--- src/trace_settings.svh ---
`ifndef TRACE_SETTINGS_SVH
`define TRACE_SETTINGS_SVH

//////////////////////////////////////////////////////////////////////
// Trace unit sizing
//////////////////////////////////////////////////////////////////////

// Records held between capture and formatter
`define TRACE_FIFO_DEPTH 8

// Mnemonic field, left aligned and padded with spaces
`define TRACE_MNEM_CHARS 6

// Characters per text line, line feed included
// seq(2) + space + pc(8) + space + mnemonic + line feed
`define TRACE_LINE_CHARS 19

`endif

--- src/mips_isa_pkg.sv ---
package mips_isa_pkg;

    //////////////////////////////////////////////////////////////////////
    // Primary opcode, instr[31:26]
    //////////////////////////////////////////////////////////////////////
    typedef enum logic [5:0] {
        OP_SPECIAL = 6'b000000,
        OP_REGIMM  = 6'b000001,
        OP_J       = 6'b000010,
        OP_JAL     = 6'b000011,
        OP_BEQ     = 6'b000100,
        OP_BNE     = 6'b000101,
        OP_BLEZ    = 6'b000110,
        OP_BGTZ    = 6'b000111,
        OP_ADDI    = 6'b001000,
        OP_ADDIU   = 6'b001001,
        OP_SLTI    = 6'b001010,
        OP_SLTIU   = 6'b001011,
        OP_ANDI    = 6'b001100,
        OP_ORI     = 6'b001101,
        OP_XORI    = 6'b001110,
        OP_LUI     = 6'b001111,
        OP_COP0    = 6'b010000,
        OP_LB      = 6'b100000,
        OP_LH      = 6'b100001,
        OP_LW      = 6'b100011,
        OP_LBU     = 6'b100100,
        OP_LHU     = 6'b100101,
        OP_SB      = 6'b101000,
        OP_SH      = 6'b101001,
        OP_SW      = 6'b101011
    } op_t;

    // R-type function field, instr[5:0]
    typedef enum logic [5:0] {
        FN_SLL     = 6'b000000,
        FN_SRL     = 6'b000010,
        FN_SRA     = 6'b000011,
        FN_SLLV    = 6'b000100,
        FN_SRLV    = 6'b000110,
        FN_SRAV    = 6'b000111,
        FN_JR      = 6'b001000,
        FN_JALR    = 6'b001001,
        FN_SYSCALL = 6'b001100,
        FN_BREAK   = 6'b001101,
        FN_MFHI    = 6'b010000,
        FN_MTHI    = 6'b010001,
        FN_MFLO    = 6'b010010,
        FN_MTLO    = 6'b010011,
        FN_MULT    = 6'b011000,
        FN_MULTU   = 6'b011001,
        FN_DIV     = 6'b011010,
        FN_DIVU    = 6'b011011,
        FN_ADD     = 6'b100000,
        FN_ADDU    = 6'b100001,
        FN_SUB     = 6'b100010,
        FN_SUBU    = 6'b100011,
        FN_AND     = 6'b100100,
        FN_OR      = 6'b100101,
        FN_XOR     = 6'b100110,
        FN_NOR     = 6'b100111,
        FN_SLT     = 6'b101010,
        FN_SLTU    = 6'b101011
    } funct_t;

    // REGIMM branch selector, instr[20:16]
    typedef enum logic [4:0] {
        RI_BLTZ   = 5'b00000,
        RI_BGEZ   = 5'b00001,
        RI_BLTZAL = 5'b10000,
        RI_BGEZAL = 5'b10001
    } regimm_t;

    // COP0 function field, instr[5:0]
    typedef enum logic [5:0] {
        C0_TLBR  = 6'b000001,
        C0_TLBWI = 6'b000010,
        C0_TLBP  = 6'b001000,
        C0_ERET  = 6'b011000
    } cop0_funct_t;

endpackage

--- src/trace_pkg.sv ---
`include "trace_settings.svh"

package trace_pkg;

    //////////////////////////////////////////////////////////////////////
    // Records and characters
    //////////////////////////////////////////////////////////////////////

    // One retired instruction as held in the buffer
    typedef struct packed {
        logic [7:0]  seq;
        logic [31:0] pc;
        logic [31:0] instr;
    } trace_rec_t;

    // Output character, valid while strobe is high
    typedef struct packed {
        logic [7:0] data;
        logic       strobe;
    } trace_char_t;

    // Mnemonic text, first character in the top byte
    typedef logic [`TRACE_MNEM_CHARS*8-1:0] mnem_t;

    //////////////////////////////////////////////////////////////////////
    // Formatter FSM
    //////////////////////////////////////////////////////////////////////
    typedef enum logic {
        FMT_IDLE,
        FMT_SEND
    } fmt_state_t;

endpackage

--- src/trace_capture.sv ---
module trace_capture import trace_pkg::*; (
    input  logic        clk,
    input  logic        rst,
    input  logic        retire_valid,
    input  logic [31:0] retire_pc,
    input  logic [31:0] retire_instr,
    input  logic        full,
    output logic        push,
    output trace_rec_t  push_rec,
    output logic [15:0] drop_count
);

    logic [7:0] seq;
    logic       drop;

    // Record goes out in the same cycle as the retirement
    assign push = retire_valid && !full;
    assign drop = retire_valid && full;

    assign push_rec = '{seq: seq, pc: retire_pc, instr: retire_instr};

    //////////////////////////////////////////////////////////////////////
    // Sequence and drop counters
    //////////////////////////////////////////////////////////////////////

    // Every retirement takes a number, so gaps show drops downstream
    always_ff @(posedge clk) begin
        if (rst) begin
            seq <= '0;
        end else if (retire_valid) begin
            seq <= seq + 8'd1;
        end
    end

    // Saturates at all ones
    always_ff @(posedge clk) begin
        if (rst) begin
            drop_count <= '0;
        end else if (drop && drop_count != 16'hFFFF) begin
            drop_count <= drop_count + 16'd1;
        end
    end

endmodule

--- src/trace_fifo.sv ---
`include "trace_settings.svh"

module trace_fifo import trace_pkg::*; (
    input  logic       clk,
    input  logic       rst,
    input  logic       push,
    input  trace_rec_t push_rec,
    input  logic       pop,
    output trace_rec_t head_rec,
    output logic       full,
    output logic       empty
);

    localparam int DEPTH = `TRACE_FIFO_DEPTH;
    localparam int PTR_W = $clog2(DEPTH);
    localparam int CNT_W = $clog2(DEPTH + 1);

    trace_rec_t       mem [DEPTH];
    logic [PTR_W-1:0] wr_ptr;
    logic [PTR_W-1:0] rd_ptr;
    logic [CNT_W-1:0] count;

    // Wrap without relying on a power of two depth
    function automatic logic [PTR_W-1:0] ptr_inc(input logic [PTR_W-1:0] ptr);
        return (ptr == PTR_W'(DEPTH - 1)) ? '0 : ptr + 1'b1;
    endfunction

    // Storage
    always_ff @(posedge clk) begin
        if (push) begin
            mem[wr_ptr] <= push_rec;
        end
    end

    //////////////////////////////////////////////////////////////////////
    // Pointers and occupancy
    //////////////////////////////////////////////////////////////////////
    always_ff @(posedge clk) begin
        if (rst) begin
            wr_ptr <= '0;
            rd_ptr <= '0;
            count  <= '0;
        end else begin
            if (push) begin
                wr_ptr <= ptr_inc(wr_ptr);
            end
            if (pop) begin
                rd_ptr <= ptr_inc(rd_ptr);
            end
            case ({push, pop})
                2'b10:   count <= count + 1'b1;
                2'b01:   count <= count - 1'b1;
                default: count <= count;
            endcase
        end
    end

    assign head_rec = mem[rd_ptr];
    assign full     = (count == CNT_W'(DEPTH));
    assign empty    = (count == '0);

endmodule

--- src/inst_mnemonic_decoder.sv ---
`include "trace_settings.svh"

module inst_mnemonic_decoder import mips_isa_pkg::*; (
    input  logic [31:0]                    instr,
    output logic [`TRACE_MNEM_CHARS*8-1:0] mnemonic
);

    op_t         op;
    funct_t      funct;
    regimm_t     rt;
    cop0_funct_t c0_funct;

    assign op       = op_t'(instr[31:26]);
    assign funct    = funct_t'(instr[5:0]);
    assign rt       = regimm_t'(instr[20:16]);
    assign c0_funct = cop0_funct_t'(instr[5:0]);

    always_comb begin
        mnemonic = "N-R   ";
        case (op)
            //////////////////////////////////////////////////////////////////////
            // R-type, by function field
            //////////////////////////////////////////////////////////////////////
            OP_SPECIAL: begin
                case (funct)
                    FN_AND:     mnemonic = "AND   ";
                    FN_OR:      mnemonic = "OR    ";
                    FN_XOR:     mnemonic = "XOR   ";
                    FN_NOR:     mnemonic = "NOR   ";
                    // Shifts
                    FN_SLL:     mnemonic = "SLL   ";
                    FN_SRL:     mnemonic = "SRL   ";
                    FN_SRA:     mnemonic = "SRA   ";
                    FN_SLLV:    mnemonic = "SLLV  ";
                    FN_SRLV:    mnemonic = "SRLV  ";
                    FN_SRAV:    mnemonic = "SRAV  ";
                    // HI/LO moves
                    FN_MFHI:    mnemonic = "MFHI  ";
                    FN_MTHI:    mnemonic = "MTHI  ";
                    FN_MFLO:    mnemonic = "MFLO  ";
                    FN_MTLO:    mnemonic = "MTLO  ";
                    // Arithmetic
                    FN_ADD:     mnemonic = "ADD   ";
                    FN_ADDU:    mnemonic = "ADDU  ";
                    FN_SUB:     mnemonic = "SUB   ";
                    FN_SUBU:    mnemonic = "SUBU  ";
                    FN_SLT:     mnemonic = "SLT   ";
                    FN_SLTU:    mnemonic = "SLTU  ";
                    FN_MULT:    mnemonic = "MULT  ";
                    FN_MULTU:   mnemonic = "MULTU ";
                    FN_DIV:     mnemonic = "DIV   ";
                    FN_DIVU:    mnemonic = "DIVU  ";
                    // Register jumps and traps
                    FN_JR:      mnemonic = "JR    ";
                    FN_JALR:    mnemonic = "JALR  ";
                    FN_SYSCALL: mnemonic = "SYSC  ";
                    FN_BREAK:   mnemonic = "BREAK ";
                    default:    mnemonic = "N-R   ";
                endcase
            end

            // Immediate logic and arithmetic
            OP_ANDI:  mnemonic = "ANDI  ";
            OP_ORI:   mnemonic = "ORI   ";
            OP_XORI:  mnemonic = "XORI  ";
            OP_LUI:   mnemonic = "LUI   ";
            OP_ADDI:  mnemonic = "ADDI  ";
            OP_ADDIU: mnemonic = "ADDIU ";
            OP_SLTI:  mnemonic = "SLTI  ";
            OP_SLTIU: mnemonic = "SLTIU ";

            // Jumps and branches
            OP_J:     mnemonic = "J     ";
            OP_JAL:   mnemonic = "JAL   ";
            OP_BEQ:   mnemonic = "BEQ   ";
            OP_BNE:   mnemonic = "BNE   ";
            OP_BLEZ:  mnemonic = "BLEZ  ";
            OP_BGTZ:  mnemonic = "BGTZ  ";

            // Loads and stores
            OP_LB:    mnemonic = "LB    ";
            OP_LBU:   mnemonic = "LBU   ";
            OP_LH:    mnemonic = "LH    ";
            OP_LHU:   mnemonic = "LHU   ";
            OP_LW:    mnemonic = "LW    ";
            OP_SB:    mnemonic = "SB    ";
            OP_SH:    mnemonic = "SH    ";
            OP_SW:    mnemonic = "SW    ";

            // Unknown rt here prints as blanks, not N-R
            OP_REGIMM: begin
                case (rt)
                    RI_BLTZ:   mnemonic = "BLTZ  ";
                    RI_BGEZ:   mnemonic = "BGEZ  ";
                    RI_BLTZAL: mnemonic = "BLTZAL";
                    RI_BGEZAL: mnemonic = "BGEZAL";
                    default:   mnemonic = "      ";
                endcase
            end

            //////////////////////////////////////////////////////////////////////
            // COP0, function field first, then the rs move code
            //////////////////////////////////////////////////////////////////////
            OP_COP0: begin
                case (c0_funct)
                    C0_ERET:  mnemonic = "ERET  ";
                    C0_TLBP:  mnemonic = "TLBP  ";
                    C0_TLBR:  mnemonic = "TLBR  ";
                    C0_TLBWI: mnemonic = "TLBWI ";
                    default: begin
                        case (instr[25:21])
                            5'b00100: mnemonic = "MTC0  ";
                            5'b00000: mnemonic = "MFC0  ";
                            default:  mnemonic = "N-R   ";
                        endcase
                    end
                endcase
            end

            default: mnemonic = "N-R   ";
        endcase

        // All-zero word overrides the SLL decode
        if (instr == 32'd0) begin
            mnemonic = "NOP   ";
        end
    end

endmodule

--- src/trace_formatter.sv ---
`include "trace_settings.svh"

module trace_formatter import trace_pkg::*; (
    input  logic        clk,
    input  logic        rst,
    input  logic        empty,
    input  trace_rec_t  head_rec,
    output logic        pop,
    output trace_char_t trace_char
);

    // Column layout of one line
    localparam int SEQ_POS  = 0;
    localparam int PC_POS   = 3;
    localparam int MNEM_POS = 12;
    localparam int LF_POS   = `TRACE_LINE_CHARS - 1;

    fmt_state_t state;
    logic [4:0] idx;
    trace_rec_t rec;
    mnem_t      mnem;
    trace_rec_t src_rec;
    int         next_pos;
    logic [7:0] next_char;

    function automatic logic [7:0] hex_ascii(input logic [3:0] nib);
        return (nib < 4'd10) ? 8'h30 + 8'(nib) : 8'h37 + 8'(nib);
    endfunction

    // Character at a given column, blanks in the gaps
    function automatic logic [7:0] char_at(input trace_rec_t r, input mnem_t m, input int pos);
        logic [7:0] ch;
        ch = 8'h20;
        if (pos >= SEQ_POS && pos < SEQ_POS + 2) begin
            ch = hex_ascii(r.seq[(SEQ_POS + 1 - pos) * 4 +: 4]);
        end else if (pos >= PC_POS && pos < PC_POS + 8) begin
            ch = hex_ascii(r.pc[(PC_POS + 7 - pos) * 4 +: 4]);
        end else if (pos >= MNEM_POS && pos < MNEM_POS + `TRACE_MNEM_CHARS) begin
            ch = m[(`TRACE_MNEM_CHARS - 1 - (pos - MNEM_POS)) * 8 +: 8];
        end else if (pos == LF_POS) begin
            ch = 8'h0A;
        end
        return ch;
    endfunction

    inst_mnemonic_decoder inst_mnemonic_decoder_inst (
        .instr    (rec.instr),
        .mnemonic (mnem)
    );

    //////////////////////////////////////////////////////////////////////
    // Next character
    //////////////////////////////////////////////////////////////////////

    // Column 0 is built straight from the head record at the pop edge
    assign pop       = (state == FMT_IDLE) && !empty;
    assign src_rec   = (state == FMT_IDLE) ? head_rec : rec;
    assign next_pos  = (state == FMT_IDLE) ? 0 : int'(idx) + 1;
    assign next_char = char_at(src_rec, mnem, next_pos);

    always_ff @(posedge clk) begin
        if (pop) begin
            rec <= head_rec;
        end
    end

    //////////////////////////////////////////////////////////////////////
    // Line FSM, idx is the column on the output
    //////////////////////////////////////////////////////////////////////
    always_ff @(posedge clk) begin
        if (rst) begin
            state      <= FMT_IDLE;
            idx        <= '0;
            trace_char <= '0;
        end else begin
            case (state)
                FMT_IDLE: begin
                    trace_char.strobe <= 1'b0;
                    if (!empty) begin
                        state      <= FMT_SEND;
                        idx        <= '0;
                        trace_char <= '{data: next_char, strobe: 1'b1};
                    end
                end
                FMT_SEND: begin
                    if (idx == 5'(LF_POS)) begin
                        state             <= FMT_IDLE;
                        trace_char.strobe <= 1'b0;
                    end else begin
                        idx        <= idx + 5'd1;
                        trace_char <= '{data: next_char, strobe: 1'b1};
                    end
                end
                default: state <= FMT_IDLE;
            endcase
        end
    end

endmodule

--- src/trace_unit_top.sv ---
module trace_unit_top import trace_pkg::*; (
    input  logic        clk,
    input  logic        rst,
    input  logic        retire_valid,
    input  logic [31:0] retire_pc,
    input  logic [31:0] retire_instr,
    output trace_char_t trace_char,
    output logic [15:0] drop_count
);

    logic       push;
    logic       pop;
    logic       full;
    logic       empty;
    trace_rec_t push_rec;
    trace_rec_t head_rec;

    // Producer side
    trace_capture trace_capture_inst (
        .clk          (clk),
        .rst          (rst),
        .retire_valid (retire_valid),
        .retire_pc    (retire_pc),
        .retire_instr (retire_instr),
        .full         (full),
        .push         (push),
        .push_rec     (push_rec),
        .drop_count   (drop_count)
    );

    trace_fifo trace_fifo_inst (
        .clk      (clk),
        .rst      (rst),
        .push     (push),
        .push_rec (push_rec),
        .pop      (pop),
        .head_rec (head_rec),
        .full     (full),
        .empty    (empty)
    );

    // Consumer side
    trace_formatter trace_formatter_inst (
        .clk        (clk),
        .rst        (rst),
        .empty      (empty),
        .head_rec   (head_rec),
        .pop        (pop),
        .trace_char (trace_char)
    );

endmodule

--- config.mk ---
export PLATFORM = sky130hd
export DESIGN_NAME = trace_unit_top
export DESIGN_NICKNAME = d
export VERILOG_FILES = /design/src/mips_isa_pkg.sv /design/src/trace_pkg.sv /design/src/trace_capture.sv /design/src/trace_fifo.sv /design/src/inst_mnemonic_decoder.sv /design/src/trace_formatter.sv /design/src/trace_unit_top.sv
export VERILOG_INCLUDE_DIRS = /design/src
export SDC_FILE = /design/constraint.sdc
export NUM_CORES = 1
export LEC_CHECK = 0
export BUFFER_PORTS_ARGS = -buffer_cell sky130_fd_sc_hd__buf_2
export CAP_MARGIN = 30
export CORE_ASPECT_RATIO = 2
export CORE_MARGIN = 5
export CORE_UTILIZATION = 50
export DETAILED_ROUTE_END_ITERATION = 6
export PLACE_DENSITY_LB_ADDON = 0.25
export SYNTH_ARGS = -nofsm -noshare
export SYNTH_HDL_FRONTEND = slang
export SYNTH_SLANG_ARGS = --single-unit
--- constraint.sdc ---
create_clock -name clk -period 19.1 [get_ports clk]
set_input_delay 1.91 -clock clk [delete_from_list [all_inputs] [get_ports clk]]
set_output_delay 1.91 -clock clk [all_outputs]
set_load 0.05 [all_outputs]
==> flow_summary.ini, run 1 <==
[power_and_ir_drop]
p_clk_frac = 0.232
switchingPower_mw = 1.73
p_seq_frac = 0.422
powerDensity_nw_per_um2 = 150
power_frac_comb = 0.346
switching_share = 0.345
p_int_mw = 3.28
peakVddDrop_uv = 79.0
leakagePower_nw = 10.7

[timing]
drv_slew = 0
fmax_ghz = 0.235
hold_ws_ns = 0.497
hold_viol = 0
final.setup.tns_ns = 0
tightest_slew_ns = 0.981
grt_setup_unrepaired = false
clock_skew_ns = 0.0153
fin_crit_sh = 0.223
slew_headroom = 0.346
fin_crit_ns = 4.25
setup_viol = 0

[route]
vias = 16400
first_iter_violations = 1283
wl_per_cell_um = 26.6
first_pass_iters = 6
drtAntennaViolNets = 0
viasPerCell = 6.11
drc_errors = 0
routed_wl_um = 71300

[clock_network]
path_clk_slew_ns = 0.07
hold_buffers = 0
htreeDepth = 2
cts-root-buf = clkbuf_16
cts_num_sinks = 728
cts_buffers = 59
cts_resized = 0
clock_path_buffers = 3
clock_latency_ns = 0.61
cts_setup_buffers = 0
cts_tree = yes

[setup_path]
worstSetupEndpointType = flip-flop
cp_max_fo = 13
cpMostUsedCell = ha_1
required_ns = 19.62
crit_chain = ha_1 > nand2b_1 > inv_1 > ha_1 > a21oi_1 > o31ai_4 > o211ai_1 > ha_1 > a22oi_1 > o221ai_2 > a311oi_2
worstSetupPathType = flip-flop to flip-flop
critical-path-max-stage-delay_ns = 0.88
critPathArrivalTime_ns = 4.77
startpoint_type = flip-flop
slowest_stage = dfxtp_1

[yosys]
synth_warnings = 0
synth_area_per_cell_um2 = 17.2
syn_inst = 1762
yosysUniqueCellTypes = 95
synth_ff_type = edfxtp_1
synth_seq_cells = 728
synth_edf_count = 648
synthesis.area_um2 = 30300
synth_nets = 1846
ys_seq_area_frac = 0.695
async_flop_share = 0

[global_route]
grt_max_degree = 68
grt-busiest-layer = met2
grt_use_met1 = 0.243
grt_use_met3 = 0.0312
antenna_found_initial = 10
grt_pass1_vias = 17200
grt_pass1_wl_um = 107000
grt-ovfl-total = 0
met2_usage = 0.410
grt_usage = 0.217

[job]
cap_violations = 0

[die]
fp.dieH_um = 358
ioPinCount = 92
dieArea_um2 = 65900
row_count = 127
start_util = 0.504
core_area_um2 = 60100
die_w_um = 184

[placed_design]
port_buffers = 90
hpwl_um = 45600
place.gp.congestion = 0.974
dp.cells = 2566

[finish]
drive_above_1_share = 0.261
instances_no_fill = 2679
num-nets-final = 1939
fin_util = 0.557
area_growth_syn_to_layout_pct = 10.5

[worst_hold_path]
hp-class = flip-flop to flip-flop

[outcome]
status = completed
[state kept, by name, indices dropped and copies added, names as in the netlist, named ones only]
| name | count |
|---|---|
| trace_fifo_inst.mem | 576 |
| trace_formatter_inst.trace_char | 7 |
| trace_fifo_inst.rd_ptr | 3 |
| trace_fifo_inst.count | 4 |
| trace_formatter_inst.rec | 72 |
| trace_capture_inst.seq | 8 |
| trace_fifo_inst.wr_ptr | 3 |
| trace_formatter_inst.idx | 5 |
| trace_capture_inst.drop_count | 16 |
| trace_formatter_inst.state | 1 |
[power groups by stage]
stage / registers [mW] / clock network [mW] / logic (mW)
after CTS: 2.12 / 1.19 / 1.71
final: 2.11 / 1.16 / 1.74
after global placement: 2.14 / 0 / 1.69
after floorplan: 2.10 / 0 / 1.26
after detailed placement: 2.15 / 0 / 1.70
after global routing: 2.13 / 1.25 / 1.86
[cells in the final DEF (no fill, tap or decap), types with 11 or more instances in the layout]
cell         n
a21oi_1     80
buf_4       36
edfxtp_1   648
nor2_1     102
dfxtp_1     77
a31oi_1     12
nand3_1     23
or3_1       11
ha_1        16
xnor2_1     12
nand2b_1    19
mux2_2      75
nor3_1      20
mux2i_1     21
clkbuf_16   61
mux4_2     152
nand4_1     13
a211oi_1    11
o21ai_0     50
clkinv_1    12
inv_1       19
buf_2       90
clkbuf_1    12
xor2_1      15
nand2_1     77
[final timing paths]
| path | start | cells after the start | end | slack, ns |
|---|---|---|---|---|
| worst max register to register | trace_formatter_inst.idx[1]$_SDFFE_PP0P_ | 11 | trace_formatter_inst.trace_char[2]$_SDFFE_PP0P_ | 14.85 |
| worst max-delay path | trace_formatter_inst.idx[1]$_SDFFE_PP0P_ | 11 | trace_formatter_inst.trace_char[2]$_SDFFE_PP0P_ | 14.85 |
| worst min-delay path | trace_formatter_inst.idx[4]$_SDFFE_PP0P_ | 2 | trace_formatter_inst.idx[4]$_SDFFE_PP0P_ | 0.50 |
| worst min register to register | trace_formatter_inst.idx[4]$_SDFFE_PP0P_ | 2 | trace_formatter_inst.idx[4]$_SDFFE_PP0P_ | 0.50 |
[per-stage QoR]
stage	cell area, µm²	setup slack, ns	total power [mW]
2_1_floorplan	30300	9.11	3.36
3_3_place_gp	31600	14.23	3.83
3_5_place_dp	31600	14.23	3.85
4_1_cts	33400	14.41	5.02
5_1_grt	33500	14.57	5.24
6_report	33500	14.85	5.01
[per-layer routing]
metal,vias up,part of all wire
li1,7266,-
met1,8396,0.36
met2,531,0.55
met3,172,0.044
met4,4,0.043
met5,-,0.00048
[critical path, delay by kind of cell (launching register included)]
family          cells  cell delay [ns]
fa+ha+maj           3             0.99
buf+inv             1             0.51
simple gates        1             0.39
compound gates      6             1.39
flops               1             0.88
[Yosys cell counts, types with 6 or more instances]
cell / n / share of area
a211oi_1: 11 / 0.0027
nand3_1: 23 / 0.0038
a21o_1: 7 / 0.0017
o21ai_0: 50 / 0.0083
nor4_1: 10 / 0.0021
buf_1: 15 / 0.0019
nand2_1: 77 / 0.0095
o211ai_1: 10 / 0.0025
clkbuf_1: 39 / 0.0048
buf_6: 8 / 0.0030
o31ai_1: 6 / 0.0015
dfxtp_1: 80 / 0.053
nand4_1: 13 / 0.0027
nand2b_1: 19 / 0.0039
and3_1: 6 / 0.0012
or3_1: 11 / 0.0023
nor2b_1: 7 / 0.0014
xor2_1: 15 / 0.0043
buf_2: 30 / 0.0050
mux4_2: 152 / 0.11
ha_1: 16 / 0.0066
and2_1: 10 / 0.0021
mux2_2: 75 / 0.028
o21ai_1: 7 / 0.0012
a21oi_1: 80 / 0.013
a31oi_1: 12 / 0.0025
nor3_1: 24 / 0.0040
inv_1: 19 / 0.0024
edfxtp_1: 648 / 0.64
mux2i_1: 21 / 0.0069
nor2_1: 105 / 0.013
xnor2_1: 12 / 0.0035
a22oi_1: 7 / 0.0017
[layout make-up]
class,count,area [µm²]
Antenna cell,3,7.51
Fill cell,4611,26600
Multi-Input combinational cell,916,8730
Inverter,20,75.1
Tap cell,774,968
Timing Repair Buffer,130,807
Sequential cell,728,21100
Clock inverter,34,236
Clock buffer,74,1590
[cells by family (layout without fill, tap and decap cells)]
logic type,after synthesis,in the layout,synth area share
XOR/XNOR,28,28,0.00834
AO/OA/AOI/OAI,259,259,0.0571
other,1,4,0.000124
multiplexers,258,258,0.154
flip-flops,728,728,0.695
buffers and inverters,118,258,0.0188
adder cells (fa/ha/maj),17,17,0.00727
AND/OR/NAND/NOR,353,353,0.0597
Note: power is estimated with default switching activity, not from simulation.
==> run 2: changes to the inputs <==
==> constraint.sdc (replaced) <==
create_clock -name clk -period 3.9 [get_ports clk]
set_input_delay 0.39 -clock clk [delete_from_list [all_inputs] [get_ports clk]]
set_output_delay 0.39 -clock clk [all_outputs]
set_load 0.05 [all_outputs]
==> run 2 against run 1 <==
  * Sequential power rose to 4.9 times the previous value
  * Critical endpoint is now trace_formatter_inst.trace_char[1]$_SDFFE_PP0P_
  * Hold slack got worse by 0.45 ns
  * Critical path depth fell by 2
  * Worst setup slack got worse by 14 ns
  * Total power rose to 5.0 times the previous value
  * Clock skew rose by 0.011 ns
  * Sequential cell count did not move
  * Highest routed layer unchanged
  * Wire length rose by 0.31%
==> flow_summary.ini, run 2 (synthesized netlist as in run 1, its figures left out) <==
[die]
row_count = 127
start_util = 0.504
fp.dieH_um = 358
die_w_um = 184
dieArea_um2 = 65900
ioPinCount = 92
core_area_um2 = 60100

[timing]
fin_crit_sh = 0.868
clock_skew_ns = 0.0260
fmax_ghz = 0.295
drv_slew = 0
slew_headroom = 0.371
fin_crit_ns = 3.39
grt_setup_unrepaired = false
setup_slack_ns = 0.514
setup_viol = 0
hold_viol = 0
tightest_slew_ns = 0.937

[setup_path]
worst_r2r_startpoint = trace_formatter_inst.rec[29]$_DFFE_PP_
rr_worst_depth = 9
required_ns = 4.43
critPathArrivalTime_ns = 3.92
worstSetupPathType = flip-flop to flip-flop
r2r-end = trace_formatter_inst.trace_char[1]$_SDFFE_PP0P_
rrSetupSlack_ns = 0.51
startpoint_type = flip-flop
cp_max_fo = 12
worstSetupEndpointType = flip-flop

[job]
cap_violations = 0

[worst_hold_path]
worstHoldStart = retire_pc[26]
hp-class = primary input to flip-flop
hold_depth = 1
worst_hold_path.endpoint = trace_fifo_inst.mem[0][58]$_DFFE_PP_

[route]
drtAntennaViolNets = 0
first_pass_iters = 5
first_iter_violations = 1061
viasPerCell = 6.01
routed_wl_um = 71500
drc_errors = 0
vias = 16300
wl_per_cell_um = 26.3

[global_route]
grt_pass1_wl_um = 109000
grt-ovfl-total = 0
grt_max_degree = 52
grt_usage = 0.219
antenna_found_initial = 6
grt_pass1_vias = 17400

[clock_network]
cts_resized = 0
cts_buffers = 60
clock_path_buffers = 3
hold_buffers = 0
clock_latency_ns = 0.62
cts-root-buf = clkbuf_16
htreeDepth = 2
path_clk_slew_ns = 0.07
cts_setup_buffers = 0
cts_tree = yes
cts_num_sinks = 728

[placed_design]
hpwl_um = 47100
port_buffers = 90
dpl-instance-area_um2 = 31900
pre_cts_slack_ns = 0.535
place.gp.congestion = 0.961

[finish]
top_regs = trace_fifo_inst.mem x576, trace_formatter_inst.rec x72, trace_capture_inst.drop_count x16
num-nets-final = 1969
drive_above_1_share = 0.276
regMostFlops = trace_fifo_inst.mem
fin_area_um2 = 34000
fin_util = 0.565
most-common-layout-cells = edfxtp_1 (648), mux4_2 (152), nor2_1 (102), buf_2 (91), a21oi_1 (80)
largest_reg_flops = 576
layout_commonest_cell = edfxtp_1
area_growth_syn_to_layout_pct = 12.1

[power_and_ir_drop]
leakagePower_nw = 10.9
finalPower_mw = 25.2
powerDensity_nw_per_um2 = 741
peakVddDrop_uv = 425

[outcome]
status = completed
run 2: stage by stage:
step                      cells  setup TNS [ns]  hold WS, ns
after floorplan            1762         -222.82        0.458
after global placement     2593               0        0.477
after detailed placement   2594               0        0.484
after CTS                  2706               0      0.00421
after global routing       2710               0       0.0259
final                      2713               0       0.0448
run 2: worst max-delay path by stage:
stage | cells past startpoint | from | end | slack [ns]
after floorplan | 3 | retire_valid | trace_fifo_inst.mem[7][0]$_DFFE_PP_ | -0.52
after global placement | 8 | trace_formatter_inst.rec[29]$_DFFE_PP_ | trace_formatter_inst.trace_char[1]$_SDFFE_PP0P_ | 0.48
after detailed placement | 7 | trace_formatter_inst.rec[31]$_DFFE_PP_ | trace_formatter_inst.trace_char[6]$_SDFFE_PP0P_ | 0.54
after CTS | 8 | trace_formatter_inst.rec[29]$_DFFE_PP_ | trace_formatter_inst.trace_char[1]$_SDFFE_PP0P_ | 0.53
after global routing | 8 | trace_formatter_inst.rec[29]$_DFFE_PP_ | trace_formatter_inst.trace_char[1]$_SDFFE_PP0P_ | 0.35
final | 9 | trace_formatter_inst.rec[29]$_DFFE_PP_ | trace_formatter_inst.trace_char[1]$_SDFFE_PP0P_ | 0.51
run 2: layout make-up:
class | instances | area [µm²]
clock buffer | 81 | 1710
multi-input combinational | 916 | 8760
timing repair buffer | 159 | 1040
tap | 774 | 968
clock inverter | 31 | 325
sequential | 728 | 21100
fill | 4639 | 26100
antenna | 4 | 10.0
inverter | 20 | 75.1
run 2: power by group:
group | total [mW] | leakage (nW) | internal, mW | switching, mW
sequential | 10.4 | 6.54 | 9.75 | 0.597
clock | 6.16 | 1.00 | 3.48 | 2.67
combinational | 8.66 | 3.39 | 3.42 | 5.24
total | 25.2 | 10.9 | 16.7 | 8.51
run 2: per-layer routing:
metal | track usage | part of all wire
met1 | 0.250 | 0.36
met5 | 0 | 0.00038
met2 | 0.409 | 0.55
met3 | 0.0280 | 0.039
met4 | 0.0924 | 0.044
run 2: worst max-delay path, stage by stage, from the launching register on:
cell	delay [ns]
edfxtp_1	0.56
nor4_1	0.69
nand2_1	0.33
buf_4	0.25
nor2_1	0.32
a21oi_1	0.11
a311o_1	0.40
a211oi_1	0.24
o21ai_0	0.14
a311oi_1	0.26
==> run 3: changes to the inputs <==
--- a/config.mk
+++ b/config.mk
@@ -10,7 +10,7 @@
 export CAP_MARGIN = 30
 export CORE_ASPECT_RATIO = 2
 export CORE_MARGIN = 5
-export CORE_UTILIZATION = 50
+export CORE_UTILIZATION = 56
 export DETAILED_ROUTE_END_ITERATION = 6
 export PLACE_DENSITY_LB_ADDON = 0.25
 export SYNTH_ARGS = -nofsm -noshare
==> run 3 against run 2 <==
  * Critical path depth shrank 1
  * Worst setup slack lost 0.17 ns
  * Sequential cell count is the same
  * Sequential share of layout area grew 0.078 points
  * Largest power group unchanged
==> flow_summary.ini, run 3 (synthesized netlist as in run 1, its figures left out) <==
[outcome]
status = completed

[timing]
clock_skew_ns = 0.0219
fin_crit_ns = 3.55
setup_slack_ns = 0.347
setup_viol = 0
hold_viol = 0
hold_ws_ns = 0.0407
fmax_ghz = 0.281
grt_setup_unrepaired = false
fin_crit_sh = 0.911
tightest_slew_ns = 0.980
slew_headroom = 0.344
drv_slew = 0

[die]
dieArea_um2 = 59100
start_util = 0.565
row_count = 120
ioPinCount = 92
core_area_um2 = 53600
die_w_um = 174
fp.dieH_um = 339

[finish]
top_regs = trace_fifo_inst.mem x576, trace_formatter_inst.rec x72, trace_capture_inst.drop_count x16
drive_above_1_share = 0.276
layout_commonest_cell = edfxtp_1
largest_reg_flops = 576
most-common-layout-cells = edfxtp_1 (648), mux4_2 (152), nor2_1 (102), buf_2 (91), a21oi_1 (80)
instances_no_fill = 2610
num-nets-final = 1977
regMostFlops = trace_fifo_inst.mem
area_growth_syn_to_layout_pct = 11.9
num_antenna_cells = 0

[setup_path]
rrSetupSlack_ns = 0.35
startpoint_type = flip-flop
critPathArrivalTime_ns = 4.04
worstSetupPathType = flip-flop to flip-flop
critical-path-max-stage-delay_ns = 0.60
required_ns = 4.39
crit_chain = buf_4 > or4_4 > nor2_8 > nand4_1 > o21ai_1 > a2111oi_0 > o41ai_1 > a211oi_1
slowest_stage = or4_4
cp_max_fo = 26
worstSetupEndpointType = flip-flop

[power_and_ir_drop]
leakagePower_nw = 10.9
finalPower_mw = 25.0
powerDensity_nw_per_um2 = 738
peakVddDrop_uv = 625

[job]
cap_violations = 0

[placed_design]
place.gp.congestion = 0.997
hpwl_um = 47800
port_buffers = 90
pre_cts_slack_ns = 0.369
dp.cells = 2502

[clock_network]
cts_setup_buffers = 0
cts_resized = 0
cts_buffers = 59
clock_latency_ns = 0.61
path_clk_slew_ns = 0.07
hold_buffers = 0
cts-root-buf = clkbuf_16
cts_tree = yes
htreeDepth = 2
clock_path_buffers = 3
cts_num_sinks = 728

[route]
first_iter_violations = 1301
first_pass_iters = 5
routed_wl_um = 72400
drc_errors = 0
wl_per_cell_um = 27.7
drtAntennaViolNets = 0
vias = 16700
viasPerCell = 6.42

[global_route]
grt_max_degree = 73
antenna_found_initial = 6
grt_pass1_wl_um = 109000
grt_usage = 0.243
grt_pass1_vias = 17200
grt-ovfl-total = 0

[worst_hold_path]
hp-class = primary input to flip-flop
[run 3: per-stage QoR]
step	TNS, ns	instance area (µm²)	util
3_5_place_dp	0	32000	0.597
2_1_floorplan	-222.82	30300	-
6_report	0	33900	0.633
5_1_grt	0	33900	0.633
3_3_place_gp	0	31900	0.595
4_1_cts	0	33900	0.632
[run 3: path summary, 6_finish.rpt]
kind	from	end	cells past startpoint
worst max register to register	trace_formatter_inst.rec[29]$_DFFE_PP_	trace_formatter_inst.trace_char[6]$_SDFFE_PP0P_	8
worst min-delay path	retire_instr[20]	trace_fifo_inst.mem[6][20]$_DFFE_PP_	1
worst min register to register	trace_formatter_inst.idx[4]$_SDFFE_PP0P_	trace_formatter_inst.idx[4]$_SDFFE_PP0P_	2
worst max-delay path	trace_formatter_inst.rec[29]$_DFFE_PP_	trace_formatter_inst.trace_char[6]$_SDFFE_PP0P_	8
[run 3: cell type report]
class                   instances  area (µm²)
well taps                     671         840
flip-flops and latches        728       21100
clock inverters                35         398
fillers                      3768       19700
repair buffers                168        1250
clock buffers                  72        1530
multi-input cells             916        8760
inverters                      20        75.1
[run 3: worst max-delay path: cells and delay by family (launching register included)]
kind            cells  cell delay, ns
compound gates      4            1.25
buf+inv             1            0.27
flops               1            0.55
simple gates        3            1.35
[run 3: per-layer routing]
metal  vias to the layer above  GRT usage  wire, µm
li1                       7353          -         -
met4                         4      0.130      4490
met1                      8577      0.280     25700
met2                       610      0.437     38800
met5                         -          0        27
met3                       201     0.0340      3420
[run 3: report_power, final]
part	switching, mW	internal [mW]	leakage, nW	total (mW)
logic	5.15	3.41	3.48	8.56
registers	0.756	9.76	6.54	10.5
clock network	2.65	3.32	0.929	5.97
total	8.56	16.5	10.9	25.0
